`src/design/soc_bus_pkg.sv`:
```
package soc_bus_pkg;

    // Wishbone bus widths
    localparam int ADDR_W = 32;
    localparam int DATA_W = 32;
    localparam int SEL_W  = DATA_W / 8;

    typedef logic [DATA_W-1:0] word_t;
    typedef logic [ADDR_W-1:0] addr_t;
    typedef logic [SEL_W-1:0]  sel_t;

    // Address map
    localparam addr_t MEM_BASE = 32'h3800_0000;
    localparam addr_t DMA_BASE = 32'h3000_0080;

    // DMA register offsets inside its 16-byte block
    localparam logic [3:0] DMA_SRC_OFS  = 4'h0;
    localparam logic [3:0] DMA_DST_OFS  = 4'h4;
    localparam logic [3:0] DMA_LEN_OFS  = 4'h8;
    localparam logic [3:0] DMA_CTRL_OFS = 4'hC;

    // Status bits in the control register
    localparam int DMA_STAT_BUSY = 0;
    localparam int DMA_STAT_DONE = 1;

endpackage

```
`src/design/wb_addr_decoder.sv`:
```
`timescale 1ns/1ps

module wb_addr_decoder import soc_bus_pkg::*; #(
    parameter int MEM_WORDS = 4096
) (
    input  logic  clk,
    input  logic  rst,
    input  logic  cpu_stb_i,
    input  logic  cpu_cyc_i,
    input  logic  cpu_we_i,
    input  sel_t  cpu_sel_i,
    input  addr_t cpu_adr_i,
    input  word_t cpu_dat_i,
    output logic  cpu_ack_o,
    output word_t cpu_dat_o,
    output logic  mem_stb_o,
    input  logic  mem_ack_i,
    input  word_t mem_dat_i,
    output logic  dma_stb_o,
    input  logic  dma_ack_i,
    input  word_t dma_dat_i
);

    localparam addr_t MEM_SPAN = addr_t'(MEM_WORDS * 4);

    logic  cpu_req;
    logic  mem_hit;
    logic  dma_hit;
    logic  dflt_ack;

    assign cpu_req = cpu_stb_i & cpu_cyc_i;

    // Window compare, memory window scales with MEM_WORDS
    assign mem_hit = (cpu_adr_i >= MEM_BASE) && ((cpu_adr_i - MEM_BASE) < MEM_SPAN);
    assign dma_hit = (cpu_adr_i[ADDR_W-1:4] == DMA_BASE[ADDR_W-1:4]);

    assign mem_stb_o = cpu_req & mem_hit;
    assign dma_stb_o = cpu_req & dma_hit;

    // Default responder for unmapped addresses, one ack per access
    always_ff @(posedge clk) begin
        if (rst) begin
            dflt_ack <= 1'b0;
        end else begin
            dflt_ack <= cpu_req & ~mem_hit & ~dma_hit & ~dflt_ack;
        end
    end

    // Reply mux follows the same window result
    always_comb begin
        if (mem_hit) begin
            cpu_ack_o = mem_ack_i;
            cpu_dat_o = mem_dat_i;
        end else if (dma_hit) begin
            cpu_ack_o = dma_ack_i;
            cpu_dat_o = dma_dat_i;
        end else begin
            cpu_ack_o = dflt_ack;
            cpu_dat_o = '0;
        end
    end

endmodule

```
`config.mk`:
```
export PLATFORM = sky130hd
export DESIGN_NAME = wb_addr_decoder
export DESIGN_NICKNAME = d
export VERILOG_FILES = /design/src/design/soc_bus_pkg.sv /design/src/design/wb_addr_decoder.sv
export SDC_FILE = /design/constraint.sdc
export NUM_CORES = 1
export LEC_CHECK = 0
export BUFFER_PORTS_ARGS = -buffer_cell sky130_fd_sc_hd__buf_4
export CAP_MARGIN = 10
export CORE_AREA = 4 4 66 68
export DETAILED_ROUTE_END_ITERATION = 12
export DIE_AREA = 0 0 70 72
export PLACE_DENSITY = 0.66
export SYNTH_ARGS = -nofsm -noshare
export SYNTH_HDL_FRONTEND = slang
export SYNTH_SLANG_ARGS = --single-unit
```
`constraint.sdc`:
```
create_clock -name clk -period 4.2 [get_ports clk]
set_clock_uncertainty 0.2 [all_clocks]
set_input_delay 1.05 -clock clk [delete_from_list [all_inputs] [get_ports clk]]
set_output_delay 1.05 -clock clk [all_outputs]
set_load 0.005 [all_outputs]
```
==> results of run 1 <==
## logic make-up (layout without fill, tap and decap cells)
logic type,after synthesis,after routing,share of synthesized area
AO/OA/AOI/OAI,35,35,0.550
AND/OR/NAND/NOR,23,23,0.236
buffers and inverters,7,137,0.141
adder cells (fa/ha/maj),1,1,0.0214
multiplexers,1,1,0.0171
flip-flops,1,1,0.0343
## synth_stat cells
| cell | count |
|---|---|
| nor4_1 | 4 |
| nand2b_1 | 1 |
| nand4_1 | 1 |
| a22o_1 | 32 |
| mux2i_1 | 1 |
| or3_4 | 1 |
| nor2_1 | 4 |
| nand3_1 | 1 |
| and4b_1 | 1 |
| a21oi_1 | 1 |
| ha_1 | 1 |
| nor3_1 | 3 |
| o21ai_2 | 1 |
| dfxtp_1 | 1 |
| nand3b_1 | 1 |
| a2111oi_4 | 1 |
| nor2b_1 | 1 |
| buf_8 | 1 |
| and3_1 | 2 |
| or4b_1 | 1 |
| buf_6 | 6 |
| nand2_1 | 2 |
## final cells by class
type,count,area (µm²)
Timing Repair Buffer,137,1040
Fill cell,413,2240
Sequential cell,1,20.0
Multi-Input combinational cell,60,488
Tap cell,50,62.6
## routing by layer
layer  global-route usage  wire (µm)
met1                0.129       1180
met2                0.206       1620
met3               0.0388        422
met4                    0          0
met5                    0          0
## repair_timing
item	in CTS	in global routing
endpoints found under the hold margin	0	0
gates resized for setup	0	1
endpoints found under the setup margin	0	1
## where the power goes
group | internal (µW) | switching [µW]
Sequential | 10.1 | 0.207
Clock | 0 | 0
Combinational | 60.8 | 18.6
## worst min path at each step
stage               cells past startpoint  slack (ns)  startpoint        to
CTS                                     3        0.33    dflt_ack  dflt_ack
global placement                        3        0.32    dflt_ack  dflt_ack
floorplan                               3        0.29    dflt_ack  dflt_ack
finish                                  3        0.32    dflt_ack  dflt_ack
global route                            3        0.36    dflt_ack  dflt_ack
detailed placement                      3        0.33    dflt_ack  dflt_ack
## critical path, cell delays in order
cell	delay, ns
buf_4	0.12
or4b_1	0.54
nor4_2	0.24
and4b_1	0.25
buf_4	0.17
mux2i_1	0.22
o21ai_2	0.06
buf_4	0.14
## stage by stage
stage / utilization / power [µW] / area [µm²] / hold WS [ns]
floorplan: - / 18.4 / 584 / 0.289
global placement: 0.416 / 88.2 / 1610 / 0.319
detailed placement: 0.416 / 89.9 / 1610 / 0.325
CTS: 0.416 / 90.0 / 1610 / 0.326
global route: 0.418 / 96.9 / 1610 / 0.364
finish: 0.418 / 89.7 / 1610 / 0.319
==> metrics.cfg, run 1 <==
[run_status]
outcome=complete, no violations

[routing]
dr.first_iter.drc_count=28
wire_per_inst_um=13.0
drc=0
routed_wirelength_um=3230
ant_nets=0
num_vias=1125
drtPass1Iterations=4
vias_per_cell=4.54

[setup_path]
setup.worst_path.start=cpu_adr_i[27]
r2r_start=dflt_ack
r2r_end=dflt_ack
path_max_fanout=6
critPathRequiredTime_ns=2.95
end_kind=primary output
startpoint_type=input pin
arrival_ns=2.78
worstRegToRegCells=3
r2r_slack_ns=3.33
path_class=in -> out
cp-endpoint=cpu_ack_o

[cells_and_area]
final_cell_mix=136 x buf_4, 32 x a22o_1, 4 x nor2_1
largest-register=dflt_ack
top_regs=dflt_ack (1)
area_delta_synth_final_pct=176
final_common_cell=buf_4
layout.nets=340
largest_reg_flops=1
instances_no_fill=248
antennaDiodeCount=0
drive_gt1_frac=0.712

[floorplan]
die_area_um2=5040
die_h_um=72
core.rowCount=23
dieWidth_um=70
core_um2=3860
initial_utilization=0.152
ios=174

[yosys]
syn_avg_cell_area_um2=8.59
synth_largest_area_cell=a22o_1
synthTopCellsByArea=a22o_1 48%, buf_6 12%, a2111oi_4 4.7%, nor4_1 4.3%, dfxtp_1 3.4%
synth_nets=208
netlist_area_um2=584
yosys.area.top_type_share=0.480
yosysUniqueCellTypes=22
ys_seq_elements=1
yosys_warnings=0
synthCells=68
seq_area_frac_synth=0.0343

[timing]
slew_viol_final=0
hold_viol_final=0
fmax_mhz=248
setup_ws_ns=0.172
max-slew-margin-rel=0.818
rsz0062_at_grt=false
setup_viol=0
timing.setup.tns_ns=0
fin_crit_sh=0.959
fin_crit_ns=4.03
worst_slew_pin_slew_ns=0.273

[placement]
dp_hpwl_um=2840
gp_congestion=0.745
port_buffers=132
dp_slack_ns=0.122
dp.cells=248

[grt]
gr-usage-all-layers=0.110
grt_pass1_vias=1108
grt_max_degree=23
antenna_found_initial=0
grt_pass1_wl_um=4840
grt_overflow=0

[clocking]
cts_setup_buffers=0
hold_buffers=0
clk_latency_ns=0
path_clk_slew_ns=0

[run]
max_cap_violations=0

[power_and_ir_drop]
power.static_leakage_uw=0.000860
ir_drop_uv=51.9
p_per_area_nw_per_um2=55.7

[hold_path]
hold_class=reg -> reg

No activity file was read; power rests on OpenSTA's default activity.
==> run 2, diff against run 1 <==
==> constraint.sdc (replaced) <==
create_clock -name clk -period 4.2 [get_ports clk]
set_clock_uncertainty 0.2 [all_clocks]
set_input_delay 0.84 -clock clk [delete_from_list [all_inputs] [get_ports clk]]
set_output_delay 0.84 -clock clk [all_outputs]
set_load 0.005 [all_outputs]
==> metrics.cfg, run 2 (synthesis results as in run 1) <==
[clocking]
cts_setup_buffers=0
clk_latency_ns=0
post_cts_resized=0
hold_buffers=0
path_clk_slew_ns=0

[routing]
wire_per_inst_um=12.9
routed_wirelength_um=3180
drtPass1Iterations=2
ant_nets=0
num_vias=1120
vias_per_cell=4.53
dr.first_iter.drc_count=23
drc=0

[setup_path]
crit_path_frequent_cell=buf_4
r2r_end=dflt_ack
startpoint_type=input pin
worstRegToRegCells=3
path_buf_inv=3
path_cells=buf_4 > or4b_1 > nor4_1 > and4b_1 > buf_4 > mux2i_1 > o21ai_2 > buf_4
crit_family=simple AND/OR/NAND/NOR gates
end_kind=primary output
r2r_start=dflt_ack
slowest_delay_ns=0.50
r2r_slack_ns=3.34
critPathRequiredTime_ns=3.16
crit_path_top_delay_cell=or4b_1
path_max_fanout=18
path_class=in -> out
arrival_ns=2.69
setup.worst_path.start=cpu_adr_i[27]

[power_and_ir_drop]
ir_drop_uv=49.8
power_uw=89.2
power.static_leakage_uw=0.000851
p_per_area_nw_per_um2=56.3

[floorplan]
die_h_um=72
ios=174
die_area_um2=5040
core_um2=3860
initial_utilization=0.152
core.rowCount=23
dieWidth_um=70

[placement]
dp.cells=247
dp_hpwl_um=2770
port_buffers=132
gp_congestion=0.741

[cells_and_area]
area_delta_synth_final_pct=171
final_common_cell=buf_4
fillers=418
layout.nets=339
instances_no_fill=247
antennaDiodeCount=0
drive_gt1_frac=0.706
utilization=0.411
largest_reg_flops=1
top_regs=dflt_ack (1)
largest-register=dflt_ack
final_cell_mix=136 x buf_4, 32 x a22o_1, 4 x nor2_1, 4 x nor4_1, 3 x nor3_1

[timing]
fmax_mhz=268
slew_viol_final=0
worst_slew_pin_slew_ns=0.281
hold_viol_final=0
max-slew-margin-rel=0.811
rsz0062_at_grt=false
fin_crit_ns=3.73
fin_crit_sh=0.887
setup_viol=0
timing.setup.tns_ns=0

[hold_path]
hold_path_depth=3
holdPathEnd=dflt_ack
holdCritStartpoint=dflt_ack
hold_class=reg -> reg

[grt]
globalRouteMet3Util=0.0457
grt_max_degree=23
grt.busiest_layer=met2
grt_overflow=0
gr-usage-all-layers=0.111
grt_pass1_vias=1080
met2_usage=0.216
grt_util_met1=0.120
antenna_found_initial=0
grt_pass1_wl_um=4840

[run_status]
outcome=complete, no violations

[run]
max_cap_violations=0

[run 2: cell count changes in the layout (fill, tap and decap cells not counted), sizes merged]
cell  change
buf       -1
[run 2: worst min-delay path, delay by kind of cell, from the launching register on]
family,cells,cell delay (ns)
AND/OR/NAND/NOR,3,0.15
flip-flops,1,0.31
[run 2: layer usage]
metal	wire (µm)	vias to the layer above
met2	1640	69
met5	0	-
li1	-	550
met1	1060	501
met3	472	0
met4	0	0
[run 2: power by group]
group | internal, µW | total (µW) | switching [µW]
Sequential | 10.1 | 10.3 | 0.182
Combinational | 60.8 | 78.9 | 18.1
Clock | 0 | 0 | 0
[run 2: how the worst max path moves through the flow]
stage,end,slack [ns],cells past startpoint
after floorplan,cpu_dat_o[24],0.93,6
after global placement,cpu_ack_o,0.45,8
after detailed placement,cpu_ack_o,0.45,8
after CTS,cpu_ack_o,0.44,8
after global routing,cpu_ack_o,0.32,8
final,cpu_ack_o,0.47,8
[run 2: through the flow]
stage          hold slack (ns)  setup WS [ns]  cell area [µm²]
6_report                 0.311          0.475             1590
5_1_grt                  0.330          0.319             1590
4_1_cts                  0.314          0.438             1590
3_5_place_dp             0.314          0.450             1590
3_3_place_gp             0.317          0.447             1590
2_1_floorplan            0.289          0.933              584
[run 2: final cells by class]
type | instances | area (µm²) | share of cell area
repair buffers | 136 | 1020 | 0.644
flip-flops and latches | 1 | 20.0 | 0.0126
multi-input cells | 60 | 482 | 0.304
well taps | 50 | 62.6 | 0.0395
==> run 3, diff against run 2 <==
--- a/config.mk
+++ b/config.mk
@@ -5,12 +5,13 @@
 export SDC_FILE = /design/constraint.sdc
 export NUM_CORES = 1
 export LEC_CHECK = 0
+export ABC_AREA = 1
 export BUFFER_PORTS_ARGS = -buffer_cell sky130_fd_sc_hd__buf_4
 export CAP_MARGIN = 10
-export CORE_AREA = 4 4 66 68
+export CORE_AREA = 4 4 65 67
 export DETAILED_ROUTE_END_ITERATION = 12
-export DIE_AREA = 0 0 70 72
-export PLACE_DENSITY = 0.66
+export DIE_AREA = 0 0 69 71
+export PLACE_DENSITY = 0.75
 export SYNTH_ARGS = -nofsm -noshare
 export SYNTH_HDL_FRONTEND = slang
 export SYNTH_SLANG_ARGS = --single-unit
==> metrics.cfg, run 3 <==
[run_status]
outcome=complete, no violations

[hold_path]
holdCritStartpoint=dflt_ack
hold_path_depth=3
holdPathEnd=dflt_ack
hold_class=reg -> reg

[grt]
grt_max_degree=34
grt_overflow=0
grt_pass1_vias=1291
grt_pass1_wl_um=5730
gr-usage-all-layers=0.135
antenna_found_initial=0

[yosys]
synthArstFlopShare=0
synthCells=177
yosys.area.top_type_share=0.360
synth_nets=317
synth_edf_count=0
syn_avg_cell_area_um2=4.59
synth_largest_area_cell=nand2_1
yosysUniqueCellTypes=17
synthTopCellsByArea=nand2_1 36%, nand3_1 22%, inv_1 8.3%, nor2_1 7.8%, nand2_2 6.9%
netlist_area_um2=813
yosys_warnings=0
yosysMostFrequentCell=nand2_1
ys_top_cells_by_count=78 x nand2_1, 35 x nand3_1, 18 x inv_1
ys_seq_elements=1
seq_area_frac_synth=0.0246
yosys_most_used_dff=dfxtp_1

[setup_path]
arrival_ns=2.33
path_class=in -> out
r2r_slack_ns=3.46
end_kind=primary output
path_max_fanout=33
worstRegToRegCells=3
r2r_start=dflt_ack
critPathRequiredTime_ns=3.16
startpoint_type=input pin
r2r_end=dflt_ack

[power_and_ir_drop]
power.static_leakage_uw=0.00114
p_per_area_nw_per_um2=51.8
ir_drop_uv=29.8
power_uw=93.5

[cells_and_area]
largest-register=dflt_ack
final_cell_mix=134 x buf_4, 78 x nand2_1, 35 x nand3_1
area_delta_synth_final_pct=122
antennaDiodeCount=0
final_cell_area_um2=1810
layout.nets=444
fillers=410
largest_reg_flops=1
drive_gt1_frac=0.490
final_common_cell=buf_4
top_regs=dflt_ack (1)

[timing]
worst_slew_pin_slew_ns=0.569
setup_viol=0
max-slew-margin-rel=0.620
hold_viol_final=0
timing.setup.tns_ns=0
setup_ws_ns=0.828
fin_crit_ns=3.37
fmax_mhz=297
rsz0062_at_grt=false
whs_ns=0.281
fin_crit_sh=0.803
slew_viol_final=0

[clocking]
path_clk_slew_ns=0
hold_buffers=0
cts_setup_buffers=0
clk_latency_ns=0
post_cts_resized=0

[floorplan]
die_area_um2=4900
core.rowCount=22
initial_utilization=0.224
die_h_um=71
ios=174
core_um2=3630
dieWidth_um=69

[placement]
dp_slack_ns=0.790
port_buffers=132
dpl_cell_area_um2=1810
gp_congestion=0.846
dp_hpwl_um=3190

[routing]
ant_nets=0
vias_per_cell=4.28
num_vias=1497
routed_wirelength_um=3720
drc=0
wire_per_inst_um=10.6
dr.first_iter.drc_count=39
drtPass1Iterations=4

[run]
max_cap_violations=0

-- run 3: stage by stage --
step	util	instances
2_1_floorplan	-	177
3_3_place_gp	0.497	350
3_5_place_dp	0.497	350
4_1_cts	0.497	350
5_1_grt	0.497	350
6_report	0.497	350
-- run 3: per-layer routing --
metal	vias up	track usage	wire [µm]
met2	74	0.271	1980
met3	0	0.0298	369
met1	628	0.151	1370
li1	795	-	-
met5	-	0	0
met4	0	0	0
-- run 3: cell families after synthesis --
family | after synthesis | share of synthesized area
AND/OR/NAND/NOR | 143 | 0.758
flip-flops | 1 | 0.0246
adder cells (fa/ha/maj) | 1 | 0.0154
AO/OA/AOI/OAI | 3 | 0.0185
buffers and inverters | 29 | 0.183
-- run 3: worst max-delay path by stage --
stage | start | endpoint | slack, ns | cells after the start
6_report | cpu_adr_i[27] | cpu_dat_o[0] | 0.83 | 10
5_1_grt | cpu_adr_i[27] | cpu_dat_o[24] | 0.63 | 11
4_1_cts | cpu_adr_i[27] | cpu_dat_o[17] | 0.79 | 11
3_5_place_dp | cpu_adr_i[27] | cpu_dat_o[17] | 0.79 | 11
3_3_place_gp | cpu_adr_i[8] | cpu_dat_o[1] | 0.79 | 10
2_1_floorplan | cpu_adr_i[27] | cpu_dat_o[3] | 1.33 | 9
-- run 3: area by class of cell --
| type | count | area, µm² | share of cell area |
|---|---|---|---|
| Timing Repair Buffer | 134 | 1010 | 0.557 |
| Multi-Input combinational cell | 147 | 644 | 0.357 |
| Inverter | 20 | 76.3 | 0.0422 |
| Tap cell | 48 | 60.1 | 0.0332 |
| Sequential cell | 1 | 20.0 | 0.0111 |
-- run 3: power breakdown --
part | internal (µW) | switching, µW
Clock | 0 | 0
Combinational | 61.7 | 21.6
Sequential | 10.1 | 0.0750
Total | 71.8 | 21.7
-- run 3: worst max-delay path, cell delays in order --
cell      delay, ns
buf_4          0.11
ha_1           0.27
inv_1          0.05
nand3_1        0.07
nor3_1         0.19
nand2_2        0.12
clkinv_2       0.35
nand2_1        0.09
nand2_1        0.10
buf_4          0.11
