### src/design/soc_bus_pkg.sv
package soc_bus_pkg;

    // Wishbone bus widths
    localparam int ADDR_W = 32;
    localparam int DATA_W = 32;
    localparam int SEL_W  = DATA_W / 8;

    typedef logic [DATA_W-1:0] word_t;
    typedef logic [ADDR_W-1:0] addr_t;
    typedef logic [SEL_W-1:0]  sel_t;

    // Address map
    localparam addr_t MEM_BASE = 32'h3800_0000;
    localparam addr_t DMA_BASE = 32'h3000_0080;

    // DMA register offsets inside its 16-byte block
    localparam logic [3:0] DMA_SRC_OFS  = 4'h0;
    localparam logic [3:0] DMA_DST_OFS  = 4'h4;
    localparam logic [3:0] DMA_LEN_OFS  = 4'h8;
    localparam logic [3:0] DMA_CTRL_OFS = 4'hC;

    // Status bits in the control register
    localparam int DMA_STAT_BUSY = 0;
    localparam int DMA_STAT_DONE = 1;

endpackage

### src/design/mem_arbiter.sv
`timescale 1ns/1ps

module mem_arbiter import soc_bus_pkg::*; (
    input  logic  clk,
    input  logic  rst,
    // DMA master
    input  logic  dma_stb_i,
    input  logic  dma_we_i,
    input  sel_t  dma_sel_i,
    input  addr_t dma_adr_i,
    input  word_t dma_dat_i,
    output logic  dma_ack_o,
    output word_t dma_dat_o,
    // CPU master
    input  logic  cpu_stb_i,
    input  logic  cpu_we_i,
    input  sel_t  cpu_sel_i,
    input  addr_t cpu_adr_i,
    input  word_t cpu_dat_i,
    output logic  cpu_ack_o,
    output word_t cpu_dat_o,
    // Memory port
    output logic  mem_stb_o,
    output logic  mem_we_o,
    output sel_t  mem_sel_o,
    output addr_t mem_adr_o,
    output word_t mem_dat_o,
    input  logic  mem_ack_i,
    input  word_t mem_dat_i
);

    logic busy;
    logic owner_dma;
    logic pick_dma;

    // Locked owner while busy, otherwise DMA first
    assign pick_dma = busy ? owner_dma : dma_stb_i;

    always_ff @(posedge clk) begin
        if (rst) begin
            busy      <= 1'b0;
            owner_dma <= 1'b0;
        end else if (busy) begin
            if (mem_ack_i) begin
                busy <= 1'b0;
            end
        end else if (dma_stb_i || cpu_stb_i) begin
            busy      <= 1'b1;
            owner_dma <= dma_stb_i;
        end
    end

    always_comb begin
        if (pick_dma) begin
            mem_stb_o = dma_stb_i;
            mem_we_o  = dma_we_i;
            mem_sel_o = dma_sel_i;
            mem_adr_o = dma_adr_i;
            mem_dat_o = dma_dat_i;
        end else begin
            mem_stb_o = cpu_stb_i;
            mem_we_o  = cpu_we_i;
            mem_sel_o = cpu_sel_i;
            mem_adr_o = cpu_adr_i;
            mem_dat_o = cpu_dat_i;
        end
    end

    // Reply goes to the owner only
    assign dma_ack_o = mem_ack_i & busy & owner_dma;
    assign cpu_ack_o = mem_ack_i & busy & ~owner_dma;
    assign dma_dat_o = owner_dma ? mem_dat_i : '0;
    assign cpu_dat_o = owner_dma ? '0 : mem_dat_i;

endmodule

### config.mk
export PLATFORM = sky130hd
export DESIGN_NAME = mem_arbiter
export DESIGN_NICKNAME = d
export VERILOG_FILES = /design/src/design/soc_bus_pkg.sv /design/src/design/mem_arbiter.sv
export SDC_FILE = /design/constraint.sdc
export NUM_CORES = 1
export LEC_CHECK = 0
export ABC_AREA = 1
export BUFFER_PORTS_ARGS = -buffer_cell sky130_fd_sc_hd__buf_2
export CORE_AREA = 2 2 121 123
export DETAILED_ROUTE_END_ITERATION = 10
export DIE_AREA = 0 0 123 125
export GPL_ROUTABILITY_DRIVEN = 0
export GPL_TIMING_DRIVEN = 0
export PLACE_DENSITY = 0.41
export SLEW_MARGIN = 15
export SYNTH_ARGS = -nofsm -noshare
export SYNTH_HDL_FRONTEND = slang
export SYNTH_SLANG_ARGS = --single-unit
export TNS_END_PERCENT = 5
### constraint.sdc
create_clock -name clk -period 1.26 [get_ports clk]
set_clock_uncertainty 0.15 [all_clocks]
set_input_delay 0 -clock clk [delete_from_list [all_inputs] [get_ports clk]]
set_output_delay 0 -clock clk [all_outputs]
set_load 0.02 [all_outputs]
==> results by group, run 1 <==
Status
  • Run status: complete, but fails checks
  • Violations in the final reports: negative setup slack

Clocking
  • Clock tree from TritonCTS: built
  • Clock transition at path regs: 0.03 ns
  • Worst-Skew Late Latency: 0.22 ns
  • Clock tree sinks: 2
  • Number of buffers created by CTS: 3
  • Deepest level of the CTS H-tree: 1
  • Clock root buffer master: sky130_fd_sc_hd__clkbuf_16
  • CTS max path bufs: 2

Synthesis
  • Number of synthesis warnings: 0
  • Synth Area per Inst: 3.93 um2
  • Net count of the mapped netlist: 556
  • Library cells used by synthesis: 12
  • Sequential fraction of the synthesis area: 2.67%
  • Flop and latch count out of synthesis: 2
  • Post-synthesis cell count: 381
  • Cell Area, Synth: 0.00150 mm2

Power and ir drop
  • P per Cell Area: 727 mW/mm2
  • Combinational group share of total power: 83.0%
  • Clock network fraction of design power: 14.6%
  • Power spent charging and discharging nets: 1.50 mW
  • Power share of the sequential group: 2.4%
  • Worst supply voltage drop on vdd: 0.483 mV
  • Net switching fraction of the power: 45.8%
  • Total leakage power: 3.03 nW
  • Cell internal power dissipation: 1.78 mW

Worst setup path
  • Required time worst endpoint: 1.11 ns
  • Critical Path AT: 1.36 ns
  • Type of the worst setup path: reg2out
  • Ordered cell list for the critical path: inv_4, nand2_4, nand2_8, buf_4, buf_8, nand2_1, nand2_1, buf_4
  • Kind of capture point of the worst setup path: primary output
  • Slowest-stage cell, CP: sky130_fd_sc_hd__dfxtp_4
  • Slowest stage delay, CP: 0.38 ns
  • Launching element type of the critical path: flip-flop
  • Critical path peak fanout: 10

Detailed routing
  • Detail-routed via count per cell: 3.67
  • Via count: 3285
  • Residual antenna-violating net count after detailed routing: 0
  • Routed wire length: 10.7 mm
  • Number of iterations in the first detailed-routing pass: 4
  • WL/cell: 11.9 um
  • Total DRC errors in the routed layout: 0
  • Detailed Route Iter0 Violations: 92

Floorplan
  • # rows: 44
  • Placeable core region: 0.0142 mm2
  • Width of the die: 123 um
  • DIE AREA: 0.0154 mm2
  • Number of primary I/O pins: 311
  • Initial cell density of the core: 10.5%
  • Chip Height: 125 um

Timing
  • Unrepaired setup endpoints after global routing: true
  • Number of pins with negative max-slew slack in the final report: 0
  • Final critical-path setup slack: -0.246 ns
  • Tightest slew margin relative to the limit: 90.6%
  • Share of the clock period used by the worst path after layout: 120%
  • Fin. Hold Viols: 0
  • Tightest Pin Transition: 0.140 ns
  • Final critical delay including setup and external delays: 1.51 ns
  • Final Setup Violations: 110
  • Maximum clock rate: 664 MHz

Cells and area
  • Fillers: 1597
  • Final Instance Area: 0.00452 mm2
  • Post-Route Utilization: 31.8%
  • Area of combinational cells with multiple inputs: 0.00128 mm2
  • Area of all sequential standard cells: 47.5 um2
  • Number of nets in the layout: 888
  • Ant diodes: 0
  • Signed area change from the synthesized netlist to the final layout: 202%
  • Fraction of layout cells with a size suffix above 1: 57.7%
  • Leading cell type in the layout, fill and taps excluded: sky130_fd_sc_hd__nand2_1
  • Commonest non-fill, non-tap cells in the layout: sky130_fd_sc_hd__nand2_1 (209), sky130_fd_sc_hd__buf_2 (186), sky130_fd_sc_hd__buf_6 (88), sky130_fd_sc_hd__inv_1 (67), sky130_fd_sc_hd__buf_4 (56)

GRT
  • Number of global-route vias before repair: 2975
  • Final global-route overflow total: 0
  • Global-route wire length before repair: 14.6 mm
  • Pin count of the biggest net entering global routing: 11
  • Overall Global Routing Usage: 12.1%
  • Initial antenna violation count: 0

Place
  • Placed wire-length estimate: 8.31 mm
  • Post-placement cell area: 0.00328 mm2
  • Port bufs: 310

Worst hold path
  • Hold Path Class: in2reg

Run
  • Max-cap viol count: 0
==> metrics by stage <==
step / TNS [ns] / cells / setup WS, ns / power (mW) / hold WS, ns
2_1_floorplan: 0 / 381 / 0.0449 / 1.16 / -0.0348
3_3_place_gp: -24.98 / 875 / -0.398 / 2.01 / 0.112
3_5_place_dp: -26.43 / 875 / -0.425 / 2.00 / 0.107
4_1_cts: -17.72 / 892 / -0.254 / 3.04 / -0.00104
5_1_grt: -25.90 / 895 / -0.298 / 3.50 / 0.0521
6_report: -20.35 / 895 / -0.246 / 3.28 / 0.0386
==> worst paths after layout <==
check,depth (start not counted),from,end,slack [ns]
hold reg to reg,3,busy,busy,0.47
hold / removal,5,dma_stb_i,owner_dma,0.04
setup reg to reg,6,busy,busy,0.11
setup / recovery,8,busy,mem_adr_o[0],-0.25
==> cells in the mapped netlist <==
master | count | area share (%)
sky130_fd_sc_hd__o21ai_1 | 1 | 0.33
sky130_fd_sc_hd__buf_2 | 15 | 5.0
sky130_fd_sc_hd__inv_2 | 1 | 0.25
sky130_fd_sc_hd__buf_6 | 1 | 0.75
sky130_fd_sc_hd__clkbuf_1 | 4 | 1.0
sky130_fd_sc_hd__nand2_2 | 1 | 0.42
sky130_fd_sc_hd__nor2_1 | 36 | 9.0
sky130_fd_sc_hd__inv_1 | 69 | 17
sky130_fd_sc_hd__buf_4 | 1 | 0.50
sky130_fd_sc_hd__dfxtp_1 | 2 | 2.7
sky130_fd_sc_hd__nand3_1 | 1 | 0.33
sky130_fd_sc_hd__nand2_1 | 249 | 62
==> metal layers <==
metal	vias up	GRT usage, %	part of all wire [%]
li1	1718	-	-
met1	1388	12.8	36
met2	167	24.4	54
met3	12	2.05	9.3
met4	0	2.47	1.5
met5	-	0	0
==> critical path, delay by kind of cell, from the launching register on <==
| kind | cells | cell delay (ns) |
|---|---|---|
| buf+inv | 4 | 0.48 |
| flops | 1 | 0.38 |
| simple gates | 4 | 0.27 |
==> cells by family (layout without fill, tap and decap cells) <==
kind of cell / after synthesis / after routing / synth area share, %
buffers and inverters: 91 / 421 / 24.8
AOI/OAI and AO/OA: 1 / 1 / 0.334
and+or+nand+nor: 287 / 287 / 72.2
DFF: 2 / 2 / 2.67
==> power by group through the flow <==
stage	logic, mW	registers [mW]	clock network, mW
6_report	2.73	0.0797	0.479
5_1_grt	2.93	0.0809	0.493
4_1_cts	2.47	0.0787	0.487
3_5_place_dp	1.92	0.0771	0
3_3_place_gp	1.93	0.0771	0
2_1_floorplan	1.09	0.0751	0
==> sequential cells by signal (all words and copies together), names as in the netlist <==
signal / count
owner_dma: 1
busy: 1
==> area by class of cell <==
type                       count  area share [%]
buffer                        21            6.06
clock buffer                   3            1.66
inverter                      70            5.87
multi-input combinational    288            28.3
sequential                     2            1.05
tap                          184            5.10
timing repair buffer         327            51.9
==> timing repair <==
item	CTS	global route
endpoints found under the hold margin	2	0
resized for setup	203	130
pin swaps	23	13
setup buffers	8	3
hold buffers	3	0
setup endpoints to repair	135	130
gates cloned	3	0
Power figures use the tool's default switching activity.
==> run 2, diff against run 1 <==
--- a/config.mk
+++ b/config.mk
@@ -7,12 +7,13 @@
 export LEC_CHECK = 0
 export ABC_AREA = 1
 export BUFFER_PORTS_ARGS = -buffer_cell sky130_fd_sc_hd__buf_2
-export CORE_AREA = 2 2 121 123
+export CORE_AREA = 2 2 122 124
 export DETAILED_ROUTE_END_ITERATION = 10
-export DIE_AREA = 0 0 123 125
+export DIE_AREA = 0 0 124 126
 export GPL_ROUTABILITY_DRIVEN = 0
 export GPL_TIMING_DRIVEN = 0
-export PLACE_DENSITY = 0.41
+export PLACE_DENSITY = 0.42
+export REMOVE_ABC_BUFFERS = 1
 export SLEW_MARGIN = 15
 export SYNTH_ARGS = -nofsm -noshare
 export SYNTH_HDL_FRONTEND = slang
==> constraint.sdc (replaced) <==
create_clock -name clk -period 1.23 [get_ports clk]
set_clock_uncertainty 0.15 [all_clocks]
set_input_delay 0 -clock clk [delete_from_list [all_inputs] [get_ports clk]]
set_output_delay 0 -clock clk [all_outputs]
set_load 0.02 [all_outputs]
==> run 2 against run 1 <==
Net effect: the flow still finishes with violations (negative setup slack); clock power increased by 1%; wire length up 20%; first-iteration DRC count grew 13%; register-to-register slack barely moved; setup slack worse by 0.073 ns; global-route usage grew 1.8 points; combinational power shrank 4%; non-clock buffer count decreased by 30; critical endpoint is now mem_sel_o[1]; largest power group unchanged.
==> results by group, run 2 (synthesis gave the netlist of run 1 again) <==
Worst hold path
  • Hold Path Class: in2out

Clocking
  • Clock transition at path regs: 0.03 ns
  • Number of buffers created by CTS: 3
  • Clock tree sinks: 2
  • Clock root buffer master: sky130_fd_sc_hd__clkbuf_16
  • Worst-Skew Late Latency: 0.22 ns
  • Clock tree from TritonCTS: built
  • Deepest level of the CTS H-tree: 1
  • CTS max path bufs: 2

Timing
  • Number of pins with negative max-slew slack in the final report: 0
  • Final critical delay including setup and external delays: 1.55 ns
  • Maximum clock rate: 646 MHz
  • Unrepaired setup endpoints after global routing: true
  • Final Setup Violations: 120
  • Final critical-path setup slack: -0.319 ns
  • Share of the clock period used by the worst path after layout: 126%
  • Fin. Hold Viols: 0
  • Tightest slew margin relative to the limit: 74.4%
  • Tightest Pin Transition: 0.384 ns

Worst setup path
  • Kind of capture point of the worst setup path: primary output
  • Origin of the critical flop-to-flop path: busy
  • CP startpoint: busy
  • Register-to-Register Setup Slack: 0.12 ns
  • Required time worst endpoint: 1.08 ns
  • Delay-heaviest family, CP: flip-flops
  • Critical Path AT: 1.40 ns
  • Slowest-stage cell, CP: sky130_fd_sc_hd__dfxtp_4
  • Slowest stage delay, CP: 0.44 ns
  • Count of buffer and inverter cells on the critical path: 2
  • Most common cell on crit path: sky130_fd_sc_hd__nand2_1
  • Ordered cell list for the critical path: buf_12, nand2_8, nand2_4, nand2_1, nand2_1, buf_2
  • Critical path peak fanout: 8
  • Destination of the critical timing path: mem_sel_o[1]
  • Logic depth of the worst register-to-register path: 4
  • Launching element type of the critical path: flip-flop
  • Reg2Reg Capture Point: busy
  • Type of the worst setup path: reg2out
  • Crit. path cell count: 6

Place
  • Placed wire-length estimate: 7.28 mm
  • Port bufs: 310
  • Cell total after placement: 855

Floorplan
  • Initial cell density of the core: 10.5%
  • Number of primary I/O pins: 311
  • DIE AREA: 0.0156 mm2
  • Chip Height: 126 um
  • Placeable core region: 0.0143 mm2
  • Width of the die: 124 um
  • # rows: 44

Power and ir drop
  • Total chip power: 3.20 mW
  • Power spent charging and discharging nets: 1.68 mW
  • Worst supply voltage drop on vdd: 0.345 mV
  • Total leakage power: 2.90 nW
  • P per Cell Area: 746 mW/mm2
  • Clock network fraction of design power: 15.2%
  • Power share of the sequential group: 2.9%
  • Cell internal power dissipation: 1.53 mW
  • Combinational group share of total power: 81.9%
  • Net switching fraction of the power: 52.4%

Status
  • Run status: complete, but fails checks
  • Violations in the final reports: negative setup slack

Detailed routing
  • Detail-routed via count per cell: 3.81
  • Number of iterations in the first detailed-routing pass: 4
  • Total DRC errors in the routed layout: 0
  • WL/cell: 14.4 um
  • Detailed Route Iter0 Violations: 104
  • Routed wire length: 12.8 mm
  • Residual antenna-violating net count after detailed routing: 0
  • Via count: 3380

Cells and area
  • Number of nets in the layout: 880
  • Signed area change from the synthesized netlist to the final layout: 187%
  • Final non-filler cell total: 887
  • Leading cell type in the layout, fill and taps excluded: sky130_fd_sc_hd__buf_2
  • Commonest non-fill, non-tap cells in the layout: sky130_fd_sc_hd__buf_2 (220), sky130_fd_sc_hd__nand2_1 (219), sky130_fd_sc_hd__inv_1 (64), sky130_fd_sc_hd__buf_4 (52), sky130_fd_sc_hd__buf_6 (39)
  • Registers with the most flip-flops: busy x1, owner_dma x1
  • Fraction of layout cells with a size suffix above 1: 54.2%
  • Ant diodes: 0

GRT
  • Initial antenna violation count: 0
  • Overall Global Routing Usage: 13.9%
  • Number of global-route vias before repair: 2907
  • Pin count of the biggest net entering global routing: 48
  • Global-route wire length before repair: 16.3 mm
  • Final global-route overflow total: 0

Run
  • Max-cap viol count: 0
run 2: changes by cell type in the layout (fill, tap and decap cells not counted), moves of 3 or more:
cell                      delta
sky130_fd_sc_hd__buf_2      +34
sky130_fd_sc_hd__nand2_8    +18
sky130_fd_sc_hd__nor2_1     +14
sky130_fd_sc_hd__buf_6      -49
sky130_fd_sc_hd__buf_8       -7
sky130_fd_sc_hd__buf_4       -4
sky130_fd_sc_hd__nand2_1    +10
sky130_fd_sc_hd__nand2_4     +4
sky130_fd_sc_hd__inv_1       -3
sky130_fd_sc_hd__nand2_2    -10
sky130_fd_sc_hd__nor2_2     -14
run 2: worst min path at each step:
stage                    endpoint  cells past startpoint  slack (ns)          start
floorplan            cpu_dat_o[0]                      2       -0.03   mem_dat_i[0]
global placement             busy                      3        0.09      cpu_stb_i
detailed placement      owner_dma                      4        0.10            rst
CTS                  dma_dat_o[2]                      4        0.14   mem_dat_i[2]
global route         mem_dat_o[9]                      4        0.16   cpu_dat_i[9]
finish              mem_dat_o[31]                      4        0.14  cpu_dat_i[31]
run 2: metal layers:
layer | vias to the layer above | share of wire (%) | track usage [%]
met5 | - | 0 | 0
met4 | 0 | 0.54 | 1.92
met3 | 4 | 5.8 | 1.18
met2 | 156 | 56 | 28.5
met1 | 1484 | 38 | 15.3
li1 | 1736 | - | -
run 2: stage by stage:
| stage | hold slack [ns] | TNS [ns] | instance area, um2 | util, % | setup slack, ns |
|---|---|---|---|---|---|
| finish | 0.143 | -26.35 | 4290 | 30.0 | -0.319 |
| global placement | 0.0934 | -303.76 | 3170 | 22.2 | -3.51 |
| floorplan | -0.0348 | -170.75 | 1390 | - | -1.93 |
| global route | 0.158 | -33.14 | 4290 | 30.0 | -0.381 |
| detailed placement | 0.102 | -49.26 | 3200 | 22.4 | -0.804 |
| CTS | 0.143 | -25.16 | 3990 | 27.8 | -0.293 |
run 2: area by class of cell:
class                           count  area [um2]
Clock buffer                        3        75.1
Fill cell                        1647       10000
Inverter                           70         273
Multi-Input combinational cell    310        1630
Sequential cell                     2        47.5
Tap cell                          184         230
Timing Repair Buffer              318        2040
run 2: tightest hold or removal path, stage by stage:
cell,delay [ns]
sky130_fd_sc_hd__buf_2,0.07
sky130_fd_sc_hd__nand2_1,0.04
sky130_fd_sc_hd__nand2_1,0.05
sky130_fd_sc_hd__buf_4,0.13
run 2: power groups by stage:
stage / Clock [mW] / Combinational (mW) / Sequential (mW)
after detailed placement: 0 / 1.89 / 0.0939
after global routing: 0.501 / 2.84 / 0.0938
after global placement: 0 / 1.89 / 0.126
after CTS: 0.492 / 2.41 / 0.0920
after floorplan: 0 / 1.04 / 0.110
final: 0.486 / 2.63 / 0.0931
run 2: timing repair:
| item | 4_1_cts | 5_1_grt |
|---|---|---|
| hold buffers | 3 | 0 |
| setup buffers | 2 | 2 |
| endpoints found under the hold margin | 2 | 0 |
| resized for setup | 137 | 63 |
| cloned | 16 | 6 |
| pin swaps | 10 | 12 |
| setup endpoints to repair | 127 | 121 |
