[config.mk]
export PLATFORM = sky130hd
export DESIGN_NAME = dma_copy_engine
export DESIGN_NICKNAME = d
export VERILOG_FILES = /design/src/design/soc_bus_pkg.sv /design/src/design/dma_copy_engine.sv
export SDC_FILE = /design/constraint.sdc
export NUM_CORES = 1
export LEC_CHECK = 0
export ABC_AREA = 0
export BUFFER_PORTS_ARGS = -buffer_cell sky130_fd_sc_hd__buf_2
export CAP_MARGIN = 20
export CORE_ASPECT_RATIO = 1.75
export CORE_MARGIN = 2
export CORE_UTILIZATION = 45
export CTS_CLUSTER_DIAMETER = 30
export DETAILED_ROUTE_END_ITERATION = 7
export PLACE_DENSITY = 0.65
export SETUP_SLACK_MARGIN = 0.3
export SYNTH_ARGS = -nofsm -noshare
export SYNTH_HDL_FRONTEND = slang
export SYNTH_SLANG_ARGS = --single-unit
export TNS_END_PERCENT = 10
[constraint.sdc]
create_clock -name clk -period 25.2 [get_ports clk]
set_input_delay 3.78 -clock clk [delete_from_list [all_inputs] [get_ports clk]]
set_output_delay 3.78 -clock clk [all_outputs]
set_load 0.01 [all_outputs]
[src/design/soc_bus_pkg.sv]
package soc_bus_pkg;

    // Wishbone bus widths
    localparam int ADDR_W = 32;
    localparam int DATA_W = 32;
    localparam int SEL_W  = DATA_W / 8;

    typedef logic [DATA_W-1:0] word_t;
    typedef logic [ADDR_W-1:0] addr_t;
    typedef logic [SEL_W-1:0]  sel_t;

    // Address map
    localparam addr_t MEM_BASE = 32'h3800_0000;
    localparam addr_t DMA_BASE = 32'h3000_0080;

    // DMA register offsets inside its 16-byte block
    localparam logic [3:0] DMA_SRC_OFS  = 4'h0;
    localparam logic [3:0] DMA_DST_OFS  = 4'h4;
    localparam logic [3:0] DMA_LEN_OFS  = 4'h8;
    localparam logic [3:0] DMA_CTRL_OFS = 4'hC;

    // Status bits in the control register
    localparam int DMA_STAT_BUSY = 0;
    localparam int DMA_STAT_DONE = 1;

endpackage

[src/design/dma_copy_engine.sv]
`timescale 1ns/1ps

module dma_copy_engine import soc_bus_pkg::*; (
    input  logic  clk,
    input  logic  rst,
    // Register port from the decoder
    input  logic  reg_stb_i,
    input  logic  reg_we_i,
    input  addr_t reg_adr_i,
    input  word_t reg_dat_i,
    output logic  reg_ack_o,
    output word_t reg_dat_o,
    // Memory master toward the arbiter
    output logic  mem_stb_o,
    output logic  mem_we_o,
    output sel_t  mem_sel_o,
    output addr_t mem_adr_o,
    output word_t mem_dat_o,
    input  logic  mem_ack_i,
    input  word_t mem_dat_i,
    output logic  irq_o
);

    typedef enum logic [1:0] {
        ST_IDLE,
        ST_CHECK,
        ST_READ,
        ST_WRITE
    } state_t;

    state_t     state;
    logic       busy;
    logic       done;
    logic       reg_wr;
    logic       start;
    logic [3:0] ofs;
    addr_t      src_q;
    addr_t      dst_q;
    word_t      len_q;
    addr_t      src_ptr;
    addr_t      dst_ptr;
    word_t      cnt;
    word_t      data_q;
    word_t      stat;

    assign ofs    = reg_adr_i[3:0];
    assign reg_wr = reg_stb_i & ~reg_ack_o & reg_we_i;
    assign start  = reg_wr && (ofs == DMA_CTRL_OFS) && reg_dat_i[0] && !busy;

    always_comb begin
        stat                = '0;
        stat[DMA_STAT_BUSY] = busy;
        stat[DMA_STAT_DONE] = done;
    end

    // Register block and copy FSM
    always_ff @(posedge clk) begin
        if (rst) begin
            reg_ack_o <= 1'b0;
            src_q     <= '0;
            dst_q     <= '0;
            len_q     <= '0;
            busy      <= 1'b0;
            done      <= 1'b0;
            state     <= ST_IDLE;
        end else begin
            reg_ack_o <= reg_stb_i & ~reg_ack_o;
            // Setup registers are frozen during a copy
            if (reg_wr && !busy) begin
                case (ofs)
                    DMA_SRC_OFS: src_q <= reg_dat_i;
                    DMA_DST_OFS: dst_q <= reg_dat_i;
                    DMA_LEN_OFS: len_q <= reg_dat_i;
                    default: ;
                endcase
            end
            if (start) begin
                busy  <= 1'b1;
                done  <= 1'b0;
                state <= ST_CHECK;
            end else begin
                case (state)
                    // Also the one idle cycle between words
                    ST_CHECK: begin
                        if (cnt == '0) begin
                            busy  <= 1'b0;
                            done  <= 1'b1;
                            state <= ST_IDLE;
                        end else begin
                            state <= ST_READ;
                        end
                    end
                    ST_READ: if (mem_ack_i) state <= ST_WRITE;
                    ST_WRITE: if (mem_ack_i) state <= ST_CHECK;
                    default: ;
                endcase
            end
        end
    end

    // Working pointers, held word and register read data
    always_ff @(posedge clk) begin
        if (start) begin
            src_ptr <= src_q;
            dst_ptr <= dst_q;
            cnt     <= len_q;
        end else if (state == ST_WRITE && mem_ack_i) begin
            src_ptr <= src_ptr + addr_t'(4);
            dst_ptr <= dst_ptr + addr_t'(4);
            cnt     <= cnt - word_t'(1);
        end
        if (state == ST_READ && mem_ack_i) begin
            data_q <= mem_dat_i;
        end
        case (ofs)
            DMA_SRC_OFS: reg_dat_o <= src_q;
            DMA_DST_OFS: reg_dat_o <= dst_q;
            DMA_LEN_OFS: reg_dat_o <= len_q;
            default:     reg_dat_o <= stat;
        endcase
    end

    assign mem_stb_o = (state == ST_READ) || (state == ST_WRITE);
    assign mem_we_o  = (state == ST_WRITE);
    assign mem_sel_o = '1;
    assign mem_adr_o = (state == ST_WRITE) ? dst_ptr : src_ptr;
    assign mem_dat_o = data_q;

    assign irq_o = done;

endmodule

==> results.cfg, run 1 <==
[synthesis]
yosys-top-cells-count = 306 x nand2_1, 133 x dfxtp_1, 128 x edfxtp_1, 112 x a21oi_1, 80 x o21ai_0
synthFlopType = dfxtp_1
synth_top_cell_by_area = edfxtp_1
yosysMostFrequentCell = nand2_1
yosysSeqAreaShare = 0.5584
async_reset_ff_frac = 0
ys_top_cells_by_area = edfxtp_1 33%, dfxtp_1 23%, nand2_1 9.9%
synth.avg_cell_area_sq_um = 9.605
ys_types = 48
yosysTopAreaCellShare = 0.3299
synth_edf_count = 128
yosys_warnings = 0
ys_ff_latch = 261
netlist_area_sq_mm = 0.01165
syn_inst = 1213

[critical_path]
path_class = flop to primary output
max_stage_delay_ns = 0.91
crit_chain = ha_2, o21ai_0, buf_2
slowest_stage = ha_2
start_kind = flop
worstPathRequired_ns = 21.42
worstPathMaxFanout = 40
crit_path_end_kind = primary output
critPathTopFamily = adder cells
cp.buffers_inverters = 1
worstPathArrival_ns = 2.47

[global_route]
grt_usage = 0.2386
grt_max_degree = 106
first_global_vias = 9438
grt_pass1_wl_mm = 51.55
antenna_found_initial = 1
overflow = 0

[outcome]
status = complete, but fails checks
violations = design-rule violations

[die]
core.rowCount = 77
ios = 205
core_sq_mm = 0.02534
die_y_microns = 216.9
start_util = 0.4598
die_w_microns = 125.6
dieArea_sq_mm = 0.02725

[routing]
dr.first_iter.drc_count = 957
detail-route-antenna-nets = 0
drt_wl_total_mm = 33.03
via_per_inst = 5.625
dr_total_vias = 9568
drcViolationCount = 4
post_drt_wl_per_cell_microns = 19.42
first_pass_iters = 8

[worst_hold_path]
hp-class = flop to flop

[layout]
finalInstanceArea_sq_mm = 0.01394
finalNetCount = 1466
diodes = 0
drive_above_1_share = 0.2137
fillerInstances = 2272
area_growth_pct = 19.68

[power_and_ir_drop]
irDropWorstVdd_uv = 43.37
power_uw = 992.6
p_leak_uw = 0.005012
p_int_uw = 774.6
switching_power_uw = 218.0
pwr-share-comb = 0.029
pwr-share-seq = 0.454
pwr-share-clk = 0.517
power.switching_fraction = 0.2196
p_per_area_mw_per_mm2 = 71.18

[clock_tree]
clock_sinks = 261
cts_buffers = 34
root_buffer = clkbuf_16
clkLatencyLatePin_ns = 0.54
clock_path_buffers = 3
cts_post_setup_buffers_inserted = 0
htree_num_levels = 2
cts_tree = yes
hold_buffers = 0
clk_pin_slew_ns = 0.05
ctsResizeCount = 0

[placement]
placed_area_sq_mm = 0.01273
place_congestion = 0.8405
dp_hpwl_mm = 21.84
portBuffers = 172

[job]
cap_violations = 0

[sta]
fmax_ghz = 0.1599
tightest_slew_ns = 1.119
post-route-period-util = 0.2481
fin_tns_setup_ns = 0
hold_viol = 0
rsz0062_at_grt = false
slew-limit-headroom = 0.2538
fin_skew_ns = 0.03611
drv_slew = 0
hold_ws_ns = 0.4347
timing.final.crit_period_ns = 6.252
report.final.setup_viol = 0
-- placed cells by master (no fill, tap or decap), types with 5 or more instances in the layout --
cell type    n
clkbuf_16   34
a21oi_1    112
a222oi_1    32
nor4_1      18
nor4_2       5
bufinv_16    5
inv_6        5
and3_1       9
and2_1       9
xnor2_1     61
nor2_1      37
buf_2      172
nand3_1     19
inv_1       45
and4_1       5
buf_4       10
dfxtp_1    133
o21ai_0     79
mux2_2      27
nand4_1     13
xor2_1      22
or3_1        9
nor3_1      21
nand2_1    305
ha_1         5
edfxtp_1   128
-- final cells by class --
type                       instances  area, sq um  area share
clock buffer                      38        905.9     0.06496
tap                              316        395.4     0.02835
inverter                          46        175.2     0.01256
clock inverter                    24        310.3     0.02225
timing repair buffer             182        935.9     0.06712
multi-input combinational        834         4716      0.3382
sequential                       261         6506      0.4666
-- stage by stage --
stage,std cells,worst slack [ns],utilization
floorplan,1216,14.26,-
global placement,1639,18.66,0.5023
detailed placement,1639,18.61,0.5023
CTS,1701,18.94,0.5503
global route,1701,18.82,0.5503
finish,1701,18.95,0.5503
-- logic make-up (layout without fill, tap and decap cells) --
| logic type | Yosys count | after routing | synth area share |
|---|---|---|---|
| AOI/OAI and AO/OA | 234 | 234 | 0.1156 |
| xor gates and xnor gates | 83 | 83 | 0.06239 |
| adders and majority gates | 6 | 6 | 0.006443 |
| buffers and inverters | 121 | 290 | 0.04113 |
| DFF | 261 | 261 | 0.5584 |
| muxes | 27 | 27 | 0.02610 |
| other | 1 | 4 | 0.0003219 |
| and+or+nand+nor | 480 | 480 | 0.1896 |
-- flip-flops by register name, indices dropped and copies added, names as in the netlist, 2 cells and up --
| signal | cells |
|---|---|
| reg_dat_o | 32 |
| len_q | 32 |
| src_q | 32 |
| dst_ptr | 32 |
| cnt | 32 |
| mem_dat_o | 32 |
| src_ptr | 32 |
| dst_q | 32 |
| state | 2 |
-- worst reg2reg max path: stages, from the launching register on --
cell and delay, ns:
dfxtp_1 0.39, ha_2 0.91, inv_1 0.27, o21ai_4 0.76, buf_4 0.85
-- path summary, 6_finish.rpt --
check                   startpoint                   end  slack [ns]  cells after the start
max reg2reg  state[1]$_SDFFE_PP0P_  dst_ptr[6]$_DFFE_PP_       21.61                      4
min           reg_ack_o$_SDFF_PP0_  reg_ack_o$_SDFF_PP0_        0.43                      1
max          state[1]$_SDFFE_PP0P_          mem_adr_o[6]       18.95                      3
min reg2reg   reg_ack_o$_SDFF_PP0_  reg_ack_o$_SDFF_PP0_        0.43                      1
-- per-layer routing --
layer | wire [microns] | track usage | part of all wire
met2 | 16780 | 0.4175 | 0.51
met4 | 1661 | 0.1315 | 0.050
met1 | 12520 | 0.2781 | 0.38
met5 | 16 | 0 | 0.00048
met3 | 2048 | 0.03687 | 0.062
-- power by group through the flow --
stage / clock (uW) / sequential (uW) / combinational (uW)
floorplan: 0 / 461 / 12.7
global placement: 0 / 460 / 28.0
detailed placement: 0 / 460 / 28.8
CTS: 521 / 451 / 28.9
global route: 539 / 451 / 31.4
finish: 513 / 451 / 28.8
Note: power is estimated with default switching activity, not from simulation.
==> run 2: changes to the inputs <==
--- a/config.mk
+++ b/config.mk
@@ -13,7 +13,7 @@
 export CORE_UTILIZATION = 45
 export CTS_CLUSTER_DIAMETER = 30
 export DETAILED_ROUTE_END_ITERATION = 7
-export PLACE_DENSITY = 0.65
+export PLACE_DENSITY = 0.68
 export SETUP_SLACK_MARGIN = 0.3
 export SYNTH_ARGS = -nofsm -noshare
 export SYNTH_HDL_FRONTEND = slang
==> constraint.sdc (replaced) <==
create_clock -name clk -period 5.3 [get_ports clk]
set_input_delay 0.795 -clock clk [delete_from_list [all_inputs] [get_ports clk]]
set_output_delay 0.795 -clock clk [all_outputs]
set_load 0.01 [all_outputs]
==> run 2 against run 1 <==
The run now ends clean; clock-buffer cell count rose by 6; highest routed layer unchanged; critical path depth is the same; worst hold slack worse by 0.023 ns; combinational power grew to 4.7 times the previous value; global-route usage decreased by 0.88 points; flip-flop and latch count unchanged; largest power group is now sequential cells.
==> results.cfg, run 2 (synthesized netlist as in run 1, its figures left out) <==
[routing]
post_drt_wl_per_cell_microns = 18.97
first_pass_iters = 6
detail-route-antenna-nets = 0
drcViolationCount = 0
drt_wl_total_mm = 32.25
dr.first_iter.drc_count = 885
dr_total_vias = 9552
via_per_inst = 5.619

[job]
cap_violations = 0

[sta]
fin_tns_setup_ns = 0
timing.final.crit_period_ns = 3.324
post-route-period-util = 0.6271
hold_viol = 0
slew-limit-headroom = 0.2900
tightest_slew_ns = 1.065
fin_skew_ns = 0.01387
fmax_ghz = 0.3009
rsz0062_at_grt = false
drv_slew = 0
report.final.setup_viol = 0

[clock_tree]
clkLatencyLatePin_ns = 0.56
hold_buffers = 0
cts_buffers = 31
root_buffer = clkbuf_16
clock_path_buffers = 3
htree_num_levels = 1
ctsResizeCount = 0
clk_pin_slew_ns = 0.06
cts_tree = yes
clock_sinks = 261
cts_post_setup_buffers_inserted = 0

[layout]
finalNetCount = 1467
area_growth_pct = 18.15
drive_above_1_share = 0.2059
final_cell_mix = 306 x nand2_1, 172 x buf_2, 133 x dfxtp_1
fin_cells = 1700
diodes = 0
final_common_cell = nand2_1

[critical_path]
start_kind = flop
path_class = flop to primary output
worstPathRequired_ns = 4.51
worstPathArrival_ns = 2.53
crit_path_end_kind = primary output
worstPathMaxFanout = 40

[power_and_ir_drop]
irDropWorstVdd_uv = 258.4
p_per_area_mw_per_mm2 = 316.1
power_uw = 4352
p_leak_uw = 0.004931

[worst_hold_path]
hp-class = input port to flop

[placement]
dp_hpwl_mm = 21.67
portBuffers = 172
place_congestion = 0.8649
placedCellCount = 1643

[die]
die_w_microns = 125.6
start_util = 0.4598
dieArea_sq_mm = 0.02725
ios = 205
die_y_microns = 216.9
core.rowCount = 77
core_sq_mm = 0.02534

[global_route]
first_global_vias = 9358
overflow = 0
grt_usage = 0.2299
grt_pass1_wl_mm = 50.04
antenna_found_initial = 1
grt_max_degree = 102

[outcome]
status = finished clean
-- run 2: cell count changes in the layout (fill, tap and decap cells not counted), moves of 2 or more --
cell | previous run | this run
buf_4 | 10 | 14
inv_8 | 1 | 3
inv_6 | 5 | 1
clkbuf_8 | 4 | 1
bufinv_16 | 5 | 0
clkbuf_1 | 0 | 9
-- run 2: final timing paths --
| kind | to | depth (start not counted) | slack (ns) | from |
|---|---|---|---|---|
| max reg2reg | dst_ptr[12]$_DFFE_PP_ | 4 | 2.52 | state[1]$_SDFFE_PP0P_ |
| min | mem_dat_o[8]$_DFFE_PP_ | 1 | 0.41 | mem_dat_i[8] |
| max | mem_adr_o[3] | 3 | 1.98 | state[1]$_SDFFE_PP0P_ |
| min reg2reg | reg_ack_o$_SDFF_PP0_ | 1 | 0.44 | reg_ack_o$_SDFF_PP0_ |
-- run 2: per-layer routing --
layer,vias up,part of all wire,track usage
met5,-,0.00050,0
met4,2,0.034,0.1019
met3,66,0.072,0.03736
met2,427,0.51,0.4056
met1,4519,0.38,0.2744
li1,4538,-,-
-- run 2: cell type report --
cell class,instances,area (sq um)
Multi-Input combinational cell,834,4712
Clock buffer,44,898.4
Clock inverter,13,112.6
Inverter,46,175.2
Timing Repair Buffer,186,965.9
Sequential cell,261,6506
Fill cell,2288,11570
Tap cell,316,395.4
-- run 2: critical path: stages, from the launching register on --
cell	delay (ns)
dfxtp_1	0.41
ha_2	0.93
mux2_2	0.47
buf_2	0.15
-- run 2: power by group --
part	internal, uW	switching [uW]	total (uW)
combinational	48.6	86.8	135
sequential	2130	14.0	2140
clock	1200	872	2070
-- run 2: stage by stage --
step	instance area (sq um)	util	hold slack [ns]	setup slack, ns
CTS	13770	0.5433	0.3928	1.951
floorplan	11670	-	0.4311	1.332
finish	13770	0.5433	0.4115	1.976
global route	13770	0.5433	0.3917	1.877
global placement	12750	0.5034	0.4251	2.087
detailed placement	12750	0.5034	0.4294	2.021
==> run 3: changes to the inputs <==
--- a/config.mk
+++ b/config.mk
@@ -13,7 +13,7 @@
 export CORE_UTILIZATION = 45
 export CTS_CLUSTER_DIAMETER = 30
 export DETAILED_ROUTE_END_ITERATION = 7
-export PLACE_DENSITY = 0.68
+export PLACE_DENSITY = 0.65
 export SETUP_SLACK_MARGIN = 0.3
 export SYNTH_ARGS = -nofsm -noshare
 export SYNTH_HDL_FRONTEND = slang
==> constraint.sdc (replaced) <==
create_clock -name clk -period 3.1 [get_ports clk]
set_input_delay 0.465 -clock clk [delete_from_list [all_inputs] [get_ports clk]]
set_output_delay 0.465 -clock clk [all_outputs]
set_load 0.01 [all_outputs]
==> run 3 against run 2 <==
Critical path depth increased by 4; register-to-register slack got worse by 2.1 ns; setup slack got worse by 1.5 ns; clock-buffer cell count decreased by 2; combinational power increased by 77%; core utilization increased by 1.5 points; sequential share of layout area decreased by 1.2 points; final cell count increased by 1.2%; global-route usage increased by 0.36 points; via count increased by 0.19%; die area unchanged; final area increased by 2.7%.
==> results.cfg, run 3 (synthesized netlist as in run 1, its figures left out) <==
[critical_path]
reg2reg_slack_ns = 0.46
reg2reg_to = busy$_SDFFE_PP0P_
path_class = flop to flop
start_kind = flop
reg2regPathDepth = 7
worstPathArrival_ns = 3.03
worstPathRequired_ns = 3.48
worstReg2RegStart = cnt[0]$_DFFE_PP_
crit_path_end_kind = flop
worstPathMaxFanout = 11

[sta]
hold_viol = 0
report.final.setup_viol = 0
fmax_ghz = 0.3782
hold_ws_ns = 0.1127
tightest_slew_ns = 0.9374
slew-limit-headroom = 0.3735
rsz0062_at_grt = false
post-route-period-util = 0.8530
fin_tns_setup_ns = 0
fin_skew_ns = 0.02009
timing.final.crit_period_ns = 2.644
drv_slew = 0

[routing]
first_pass_iters = 8
dr_total_vias = 9570
post_drt_wl_per_cell_microns = 18.95
dr.first_iter.drc_count = 911
via_per_inst = 5.561
drt_wl_total_mm = 32.62
detail-route-antenna-nets = 0
drcViolationCount = 0

[worst_hold_path]
holdPathStages = 1
hold_start = mem_dat_i[10]
hp-class = input port to flop
min_to = mem_dat_o[10]$_DFFE_PP_

[layout]
area_growth_pct = 21.35
final_cell_mix = 306 x nand2_1, 172 x buf_2, 133 x dfxtp_1
fin_cells = 1721
final_common_cell = nand2_1
finalNetCount = 1483
drive_above_1_share = 0.2195

[power_and_ir_drop]
pwr-share-clk = 0.508
pwr-share-comb = 0.030
pwr-share-seq = 0.462
power.switching_fraction = 0.2325
switching_power_uw = 1846
p_int_uw = 6092
irDropWorstVdd_uv = 600.4
p_leak_uw = 0.005099
p_per_area_mw_per_mm2 = 561.4

[global_route]
grt_max_degree = 74
grt_usage = 0.2335
antenna_found_initial = 0
grt_pass1_wl_mm = 50.55
overflow = 0
first_global_vias = 9367

[clock_tree]
cts_tree = yes
hold_buffers = 0
clkLatencyLatePin_ns = 0.53
htree_num_levels = 2
clock_sinks = 261
cts_buffers = 35
root_buffer = clkbuf_16
ctsResizeCount = 0
clock_path_buffers = 3
clk_pin_slew_ns = 0.06
cts_post_setup_buffers_inserted = 0

[die]
dieArea_sq_mm = 0.02725
ios = 205
die_y_microns = 216.9
core_sq_mm = 0.02534
start_util = 0.4598
core.rowCount = 77
die_w_microns = 125.6

[outcome]
status = finished clean

[placement]
portBuffers = 172
place_congestion = 0.8830
placedCellCount = 1654
dp_hpwl_mm = 22.40

[job]
cap_violations = 0
## run 3: layout make-up
cell class                      instances  area (sq um)
Fill cell                            2275         11200
Antenna cell                            2         5.005
Clock inverter                         22         212.7
Timing Repair Buffer                  198          1139
Sequential cell                       261          6506
Multi-Input combinational cell        834          4720
Clock buffer                           42         985.9
Inverter                               46         175.2
Tap cell                              316         395.4
## run 3: power groups by stage
stage	clock (uW)	combinational (uW)	sequential [uW]
floorplan	0	104	3740
global placement	0	233	3740
detailed placement	0	238	3740
CTS	4120	239	3660
global route	4250	260	3670
finish	4030	239	3670
## run 3: worst max path at each step
| stage | end | startpoint | slack, ns |
|---|---|---|---|
| 6_report | busy$_SDFFE_PP0P_ | cnt[0]$_DFFE_PP_ | 0.46 |
| 3_3_place_gp | busy$_SDFFE_PP0P_ | cnt[0]$_DFFE_PP_ | 0.51 |
| 4_1_cts | mem_adr_o[25] | state[1]$_SDFFE_PP0P_ | 0.36 |
| 3_5_place_dp | busy$_SDFFE_PP0P_ | cnt[0]$_DFFE_PP_ | 0.47 |
| 2_1_floorplan | cnt[0]$_DFFE_PP_ | state[1]$_SDFFE_PP0P_ | 0.30 |
| 5_1_grt | busy$_SDFFE_PP0P_ | cnt[0]$_DFFE_PP_ | 0.32 |
## run 3: critical path, cell delays in order (launching register included)
cell      delay (ns)
edfxtp_1        0.42
inv_1           0.08
ha_1            0.17
or4b_1          0.58
or3_4           0.52
or4_4           0.52
a21oi_1         0.16
nor2_1          0.05
## run 3: routing by layer
layer | track usage | wire, microns
met5 | 0 | 0
met4 | 0.1037 | 1358
met3 | 0.03417 | 2078
met2 | 0.4112 | 16560
met1 | 0.2818 | 12630
## run 3: through the flow
step | cell area, sq um | power (uW) | utilization | setup slack [ns]
6_report | 14140 | 7938 | 0.5580 | 0.4558
5_1_grt | 14130 | 8176 | 0.5578 | 0.3244
4_1_cts | 14120 | 8019 | 0.5572 | 0.3640
3_5_place_dp | 12920 | 3978 | 0.5099 | 0.4676
3_3_place_gp | 12920 | 3971 | 0.5099 | 0.5089
2_1_floorplan | 11690 | 3848 | - | 0.3048
